**src/stim_defines.svh**
```systemverilog
`ifndef STIM_DEFINES_SVH
`define STIM_DEFINES_SVH

////////////////////////////////////////
// record path
////////////////////////////////////////

// width of one record word
`define REC_WIDTH       32
// records held in the store
`define REC_DEPTH       16
`define REC_ADDR_WIDTH  4
// full passes over the store before reads stop
`define REC_PASSES      3
// extra register stages after the store
`define REC_OUT_DELAY   2

////////////////////////////////////////
// stream path
////////////////////////////////////////

`define BEAT_WIDTH      8
// beats per row, tlast on the final one
`define ROW_COLS        8
`define FRAME_ROWS      4
// idle cycles between rows
`define ROW_GAP         4

`endif

```
**src/beat_pkg.sv**
```systemverilog
`include "stim_defines.svh"

package beat_pkg;

  ////////////////////////////////////////
  // stream beat
  ////////////////////////////////////////

  // payload of one beat without its valid
  typedef struct packed {
    logic [`BEAT_WIDTH-1:0] data;
    // end of row
    logic                   last;
  } beat_t;

endpackage

```
**src/rec_pkg.sv**
```systemverilog
`include "stim_defines.svh"

package rec_pkg;

  ////////////////////////////////////////
  // record words
  ////////////////////////////////////////

  typedef logic [`REC_ADDR_WIDTH-1:0] rec_addr_t;

  typedef logic [`REC_WIDTH-1:0] rec_data_t;

  ////////////////////////////////////////
  // bundles
  ////////////////////////////////////////

  // write into the record store
  typedef struct packed {
    logic      en;
    rec_addr_t addr;
    rec_data_t data;
  } rec_load_t;

  // read request, also the tag that travels with the data
  typedef struct packed {
    logic      valid;
    rec_addr_t addr;
  } rec_tag_t;

endpackage

```
**src/align_delay.sv**
```systemverilog
`timescale 1ns/1ns

module align_delay #(
  parameter type T     = logic,
  parameter int  DEPTH = 1
) (
  input  logic clk,
  input  logic rst_n,
  input  T     d_i,
  output T     d_o
);

  generate
    if (DEPTH == 0) begin : g_pass
      // no stages
      assign d_o = d_i;
    end else begin : g_chain
      T stage [DEPTH];

      // shift chain, stage 0 takes the input
      always_ff @(posedge clk or negedge rst_n) begin
        if (!rst_n) begin
          for (int i = 0; i < DEPTH; i++) begin
            stage[i] <= '0;
          end
        end else begin
          stage[0] <= d_i;
          for (int i = 1; i < DEPTH; i++) begin
            stage[i] <= stage[i-1];
          end
        end
      end

      assign d_o = stage[DEPTH-1];
    end
  endgenerate

endmodule

```
**src/frame_stream_gen.sv**
```systemverilog
`timescale 1ns/1ns
`include "stim_defines.svh"

module frame_stream_gen (
  input  logic            clk,
  input  logic            rst_n,
  input  logic            ready_i,
  output beat_pkg::beat_t beat_o,
  output logic            valid_o
);

  localparam int COL_W = (`ROW_COLS > 1) ? $clog2(`ROW_COLS) : 1;
  localparam int ROW_W = (`FRAME_ROWS > 1) ? $clog2(`FRAME_ROWS) : 1;
  localparam int GAP_W = (`ROW_GAP > 1) ? $clog2(`ROW_GAP) : 1;
  // gap counter start, counts down to zero while valid is low
  localparam int GAP_LOAD = (`ROW_GAP > 0) ? `ROW_GAP - 1 : 0;

  logic [COL_W-1:0]       col_cnt;
  logic [ROW_W-1:0]       row_cnt;
  logic [GAP_W-1:0]       gap_cnt;
  logic [`BEAT_WIDTH-1:0] data_cnt;
  logic                   fire;
  logic                   row_end;
  logic                   frame_end;

  assign fire      = valid_o & ready_i;
  assign row_end   = (col_cnt == COL_W'(`ROW_COLS - 1));
  assign frame_end = row_end && (row_cnt == ROW_W'(`FRAME_ROWS - 1));

  ////////////////////////////////////////
  // position in the frame
  ////////////////////////////////////////

  always_ff @(posedge clk or negedge rst_n) begin
    if (!rst_n) begin
      col_cnt <= '0;
      row_cnt <= '0;
    end else if (fire) begin
      if (row_end) begin
        col_cnt <= '0;
        if (frame_end) begin
          row_cnt <= '0;
        end else begin
          row_cnt <= row_cnt + 1'b1;
        end
      end else begin
        col_cnt <= col_cnt + 1'b1;
      end
    end
  end

  // beat data, wraps at the end of each frame
  always_ff @(posedge clk or negedge rst_n) begin
    if (!rst_n) begin
      data_cnt <= '0;
    end else if (fire) begin
      if (frame_end) begin
        data_cnt <= '0;
      end else begin
        data_cnt <= data_cnt + 1'b1;
      end
    end
  end

  ////////////////////////////////////////
  // valid and row gap
  ////////////////////////////////////////

  // valid drops after a row, rises once the gap has run out
  always_ff @(posedge clk or negedge rst_n) begin
    if (!rst_n) begin
      valid_o <= 1'b0;
      gap_cnt <= '0;
    end else if (fire && row_end) begin
      valid_o <= (`ROW_GAP == 0);
      gap_cnt <= GAP_W'(GAP_LOAD);
    end else if (!valid_o) begin
      if (gap_cnt == '0) begin
        valid_o <= 1'b1;
      end else begin
        gap_cnt <= gap_cnt - 1'b1;
      end
    end
  end

  // counters only move on a transfer, so the beat holds under back-pressure
  assign beat_o.data = data_cnt;
  assign beat_o.last = row_end;

endmodule

```
**src/rec_sequencer.sv**
```systemverilog
`timescale 1ns/1ns
`include "stim_defines.svh"

module rec_sequencer (
  input  logic              clk,
  input  logic              rst_n,
  input  logic              rd_en_i,
  output rec_pkg::rec_tag_t req_o
);

  localparam int PASS_W = $clog2(`REC_PASSES + 1);

  rec_pkg::rec_addr_t next_addr;
  logic [PASS_W-1:0]  pass_cnt;
  logic               passes_done;
  logic               issue;
  logic               addr_wrap;

  ////////////////////////////////////////
  // request issue
  ////////////////////////////////////////

  assign passes_done = (pass_cnt == PASS_W'(`REC_PASSES));
  assign issue       = rd_en_i & ~passes_done;
  assign addr_wrap   = (next_addr == `REC_ADDR_WIDTH'(`REC_DEPTH - 1));

  // next address to hand out
  always_ff @(posedge clk or negedge rst_n) begin
    if (!rst_n) begin
      next_addr <= '0;
    end else if (issue) begin
      if (addr_wrap) begin
        next_addr <= '0;
      end else begin
        next_addr <= next_addr + 1'b1;
      end
    end
  end

  // one pass per wrap, stops counting at the limit
  always_ff @(posedge clk or negedge rst_n) begin
    if (!rst_n) begin
      pass_cnt <= '0;
    end else if (issue && addr_wrap) begin
      pass_cnt <= pass_cnt + 1'b1;
    end
  end

  // registered request toward the store
  always_ff @(posedge clk or negedge rst_n) begin
    if (!rst_n) begin
      req_o <= '0;
    end else begin
      req_o.valid <= issue;
      if (issue) begin
        req_o.addr <= next_addr;
      end
    end
  end

endmodule

```
**src/rec_store.sv**
```systemverilog
`timescale 1ns/1ns
`include "stim_defines.svh"

module rec_store (
  input  logic               clk,
  input  logic               rst_n,
  input  rec_pkg::rec_load_t load_i,
  input  rec_pkg::rec_tag_t  req_i,
  output rec_pkg::rec_tag_t  tag_o,
  output rec_pkg::rec_data_t data_o
);

  rec_pkg::rec_data_t mem [`REC_DEPTH];

  ////////////////////////////////////////
  // memory
  ////////////////////////////////////////

  // load port
  always_ff @(posedge clk) begin
    if (load_i.en) begin
      mem[load_i.addr] <= load_i.data;
    end
  end

  // registered read, address is always in range
  always_ff @(posedge clk) begin
    data_o <= mem[req_i.addr];
  end

  ////////////////////////////////////////
  // tag
  ////////////////////////////////////////

  // tag follows the data by the same one cycle
  always_ff @(posedge clk or negedge rst_n) begin
    if (!rst_n) begin
      tag_o <= '0;
    end else begin
      tag_o <= req_i;
    end
  end

endmodule

```
**src/stim_source_top.sv**
```systemverilog
`timescale 1ns/1ns
`include "stim_defines.svh"

module stim_source_top (
  input  logic               clk,
  input  logic               rst_n,
  input  rec_pkg::rec_load_t load_i,
  input  logic               rd_en_i,
  input  logic               beat_ready_i,
  output rec_pkg::rec_tag_t  rec_tag_o,
  output rec_pkg::rec_data_t rec_data_o,
  output beat_pkg::beat_t    beat_o,
  output logic               beat_valid_o
);

  rec_pkg::rec_tag_t  req;
  rec_pkg::rec_tag_t  tag;
  rec_pkg::rec_data_t data;

  ////////////////////////////////////////
  // record path
  ////////////////////////////////////////

  rec_sequencer u_rec_sequencer (
    .clk     (clk),
    .rst_n   (rst_n),
    .rd_en_i (rd_en_i),
    .req_o   (req)
  );

  rec_store u_rec_store (
    .clk    (clk),
    .rst_n  (rst_n),
    .load_i (load_i),
    .req_i  (req),
    .tag_o  (tag),
    .data_o (data)
  );

  // same depth on both so tag and data stay aligned
  align_delay #(
    .T     (rec_pkg::rec_tag_t),
    .DEPTH (`REC_OUT_DELAY)
  ) u_tag_delay (
    .clk   (clk),
    .rst_n (rst_n),
    .d_i   (tag),
    .d_o   (rec_tag_o)
  );

  align_delay #(
    .T     (rec_pkg::rec_data_t),
    .DEPTH (`REC_OUT_DELAY)
  ) u_data_delay (
    .clk   (clk),
    .rst_n (rst_n),
    .d_i   (data),
    .d_o   (rec_data_o)
  );

  ////////////////////////////////////////
  // stream path
  ////////////////////////////////////////

  frame_stream_gen u_frame_stream_gen (
    .clk     (clk),
    .rst_n   (rst_n),
    .ready_i (beat_ready_i),
    .beat_o  (beat_o),
    .valid_o (beat_valid_o)
  );

endmodule

```
**config.mk**
```make
export PLATFORM = sky130hd
export DESIGN_NAME = stim_source_top
export DESIGN_NICKNAME = d
export VERILOG_FILES = /design/src/beat_pkg.sv /design/src/rec_pkg.sv /design/src/align_delay.sv /design/src/frame_stream_gen.sv /design/src/rec_sequencer.sv /design/src/rec_store.sv /design/src/stim_source_top.sv
export VERILOG_INCLUDE_DIRS = /design/src /design/src/src
export SDC_FILE = /design/constraint.sdc
export NUM_CORES = 1
export LEC_CHECK = 0
export BUFFER_PORTS_ARGS = -buffer_cell sky130_fd_sc_hd__buf_2
export CORE_UTILIZATION = 30
export CTS_CLUSTER_SIZE = 30
export DETAILED_ROUTE_END_ITERATION = 8
export HOLD_SLACK_MARGIN = 0.08
export SLEW_MARGIN = 20
export SYNTH_ARGS = -nofsm -noshare
export SYNTH_HDL_FRONTEND = slang
export SYNTH_SLANG_ARGS = --single-unit
```
**constraint.sdc**
```tcl
create_clock -name clk -period 4.2 [get_ports clk]
set_clock_uncertainty 0.1 [all_clocks]
set_input_delay 0.84 -clock clk [delete_from_list [all_inputs] [get_ports clk]]
set_output_delay 0.84 -clock clk [all_outputs]
set_load 0.005 [all_outputs]
```
==> results.toml <==
[logic_synthesis]
synth_mux_area_frac = 0.1265
synth_compound_area_frac = 0.02625
synthCells = 1068
synthSimpleGateAreaFrac = 0.01916
yosysWarningCount = 0
yosysUniqueCellTypes = 35
yosys.area_share.adder = 0.003757
synth_xor_area_frac = 0.001503
synth-seq-cells = 650
syn_area_sq_um = 23310
yosysSeqAreaShare = 0.8009
avgSynthCellArea_sq_um = 21.83
synthesis.nets = 1116
synth_top_family_by_area = "multiplexers"

[pwr]
combPwrFrac = 0.192
intPower_uw = 12770
cellPowerDensity_nw_per_um2 = 639.8
power_leakage_uw = 0.009124
p_switching_uw = 4689
peakVddDrop_v = 0.0003148
swShare = 0.2686
clkPwrFrac = 0.342
share_seq_of_total_power = 0.465

[timing]
fin_crit_sh = 0.6032
drv_slew = 0
setup_violations = 0
final_hold_viol_count = 0
tns_ns = 0
relSlewSlack = 0.2281
rsz0062_at_grt = "no"
max_freq_mhz = 394.7
tightestPinTransition_ns = 1.155
period_needed_ns = 2.533

[clock_network]
max-clock-path-buffers = 3
htreeDepth = 3
cts_resized = 0
cts_made_buffers = 68
cts_hold_buffers = 0
cts_root_buf = "clkbuf_16"
clock-sinks = 650
post_cts.repair.setup_buffers = 0
path_clk_slew_ns = 0.06
tritoncts = "yes"
clock_latency_ns = 0.61

[global_route]
antenna_found_initial = 2
grt_start_max_net_pins = 97
track_usage = 0.1214
grt_remaining_overflow = 0
grt_pass1_vias = 11090
grt_pass1_wl_um = 70990

[finish]
layout_commonest_cell = "edfxtp_1"
layout.cells.non_filler = 2258
mostFrequentLayoutCells = "512 x edfxtp_1, 128 x mux4_2, 104 x dfrtp_1"
n_fill_cell = 7028
finalNetCount = 1220
drive_above_1_share = 0.3040
syn_to_final_growth_pct = 17.03

[floorplan]
die_width_um = 280.7
floorplan.initialDensity = 0.3049
rows = 101
core-area_sq_um = 76450
die_area_sq_um = 78820
die_h_um = 280.7
num_io_pins = 88

[critical_path]
arrival_ns = 1.59
crit_fanout = 5
cpMostUsedCell = "ha_1"
path_cells = "ha_1 > ha_1 > buf_2"
worst-path-stages = 3
crit_type = "flop to primary output"
cp.required_ns = 3.26
reg2reg_depth = 4
critPathLaunchType = "flop"
slowest_stage = "dfrtp_1"
rrSetupSlack_ns = 1.76
crit_buf_inv = 1
end_kind = "primary output"
cp_top_family = "adder cells"
slowest_delay_ns = 0.40

[detailed_routing]
vias_per_cell = 4.673
dr.first_iter.drc_count = 834
drc = 0
wirelength_um = 47210
vias = 10550
firstDrtPassIters = 5
ant_nets = 0
avgRoutedWirePerCell_um = 20.91

[worst_hold_path]
hold_path_class = "flop to flop"
holdPathStages = 0

[outcome]
status = "complete, no violations"

[place]
gp_congestion = 0.7048
io_buffers = 87
dp_hpwl_um = 27290
dp.cells = 2130

[job]
cap_violations = 0
## cell families (layout without fill, tap and decap cells)
| group | after synthesis | in the layout |
|---|---|---|
| XOR/XNOR | 4 | 4 |
| multiplexers | 134 | 134 |
| buffers and inverters | 88 | 247 |
| flip-flops | 650 | 650 |
| AO/OA/AOI/OAI | 85 | 85 |
| AND/OR/NAND/NOR | 100 | 100 |
| adder cells (fa/ha/maj) | 7 | 7 |
| other | 0 | 1 |
## metal layers
metal  wire (um)  track usage
met1       20920       0.1665
met3        2259      0.02552
met2       22990       0.1942
met5          14            0
met4        1030      0.03531
## worst reg2reg max path: cells and delay by family, from the launching register on
kind / cells / cell delay [ns]
AND/OR/NAND/NOR: 1 / 0.11
multiplexers: 1 / 0.39
buffers and inverters: 1 / 0.56
AO/OA/AOI/OAI: 1 / 0.26
flip-flops: 1 / 0.88
## stage by stage
step	hold slack, ns	instance area, sq um	setup slack (ns)	power [uW]	util
floorplan	0.2163	23310	0.08035	10670	-
global placement	0.2208	24910	1.194	11690	0.3258
detailed placement	0.2195	24990	1.161	11740	0.3269
CTS	0.2223	27240	1.606	17770	0.3563
global route	0.2283	27280	1.578	18270	0.3568
finish	0.2210	27280	1.667	17450	0.3568
## cells in the mapped netlist
master	number	area share
nand2_1	53	0.0085
buf_1	10	0.0016
or3_1	3	0.00081
a21o_1	3	0.00097
buf_4	45	0.014
a21oi_1	7	0.0015
dfxtp_1	32	0.027
o31ai_1	2	0.00064
a22o_1	1	0.00038
nor3_1	6	0.0013
xor2_1	2	0.00075
nor2b_1	2	0.00054
xnor2_1	2	0.00075
edfxtp_1	512	0.66
buf_2	10	0.0021
o21a_1	1	0.00032
ha_1	7	0.0038
nand4_1	2	0.00054
nor2_1	16	0.0026
or4_1	2	0.00064
mux4_2	128	0.12
mux2_2	5	0.0024
dfrtp_1	106	0.11
clkbuf_1	18	0.0029
mux2i_1	1	0.00043
nand3b_1	3	0.00097
o21ai_0	5	0.0011
and2_1	1	0.00027
inv_1	5	0.00081
nor3b_1	1	0.00032
nand2b_1	3	0.00081
o22a_1	2	0.00075
a22oi_1	64	0.021
nand3_1	7	0.0015
or3b_2	1	0.00038
## flip-flops by register name (all words and copies together) (netlist names)
| name | cells |
|---|---|
| u_rec_store.mem | 512 |
| u_data_delay.d_o | 32 |
| u_data_delay.g_chain.stage | 32 |
| u_rec_store.data_o | 32 |
| u_frame_stream_gen.data_cnt | 8 |
| u_rec_sequencer.req_o | 5 |
| u_rec_store.tag_o | 5 |
| u_tag_delay.d_o | 5 |
| u_tag_delay.g_chain.stage | 5 |
| u_rec_sequencer.next_addr | 4 |
| u_frame_stream_gen.col_cnt | 3 |
| u_frame_stream_gen.gap_cnt | 2 |
| u_frame_stream_gen.row_cnt | 2 |
| u_rec_sequencer.pass_cnt | 2 |
| u_frame_stream_gen.valid_o | 1 |
## layout make-up
type	instances	area (sq um)	share of cell area
Multi-Input combinational cell	330	4263	0.1563
Sequential cell	650	18680	0.6846
Tap cell	1030	1289	0.04724
Clock inverter	32	381.6	0.01399
Antenna cell	1	2.502	0.00009173
Timing Repair Buffer	117	784.5	0.02876
Inverter	5	18.77	0.0006880
Clock buffer	93	1866	0.06839
## final timing paths
| kind | start | endpoint |
|---|---|---|
| max in group asynchronous | rst_n | u_tag_delay.g_chain.stage[8] |
| max reg2reg | u_rec_sequencer.req_o[1] | u_rec_store.data_o[3] |
| min reg2reg | u_rec_store.data_o[16] | u_data_delay.g_chain.stage[48] |
| max | u_frame_stream_gen.col_cnt[0] | beat_o[0] |
| min in group asynchronous | rst_n | u_tag_delay.d_o[4] |
| min | u_rec_store.data_o[16] | u_data_delay.g_chain.stage[48] |
## power groups by stage
stage | Sequential (uW) | Combinational [uW] | Clock [uW]
floorplan | 8030 | 2640 | 0
global placement | 8270 | 3420 | 0
detailed placement | 8280 | 3470 | 0
CTS | 8150 | 3480 | 6140
global route | 8220 | 3670 | 6380
finish | 8120 | 3360 | 5970
Power figures use the tool's default switching activity.
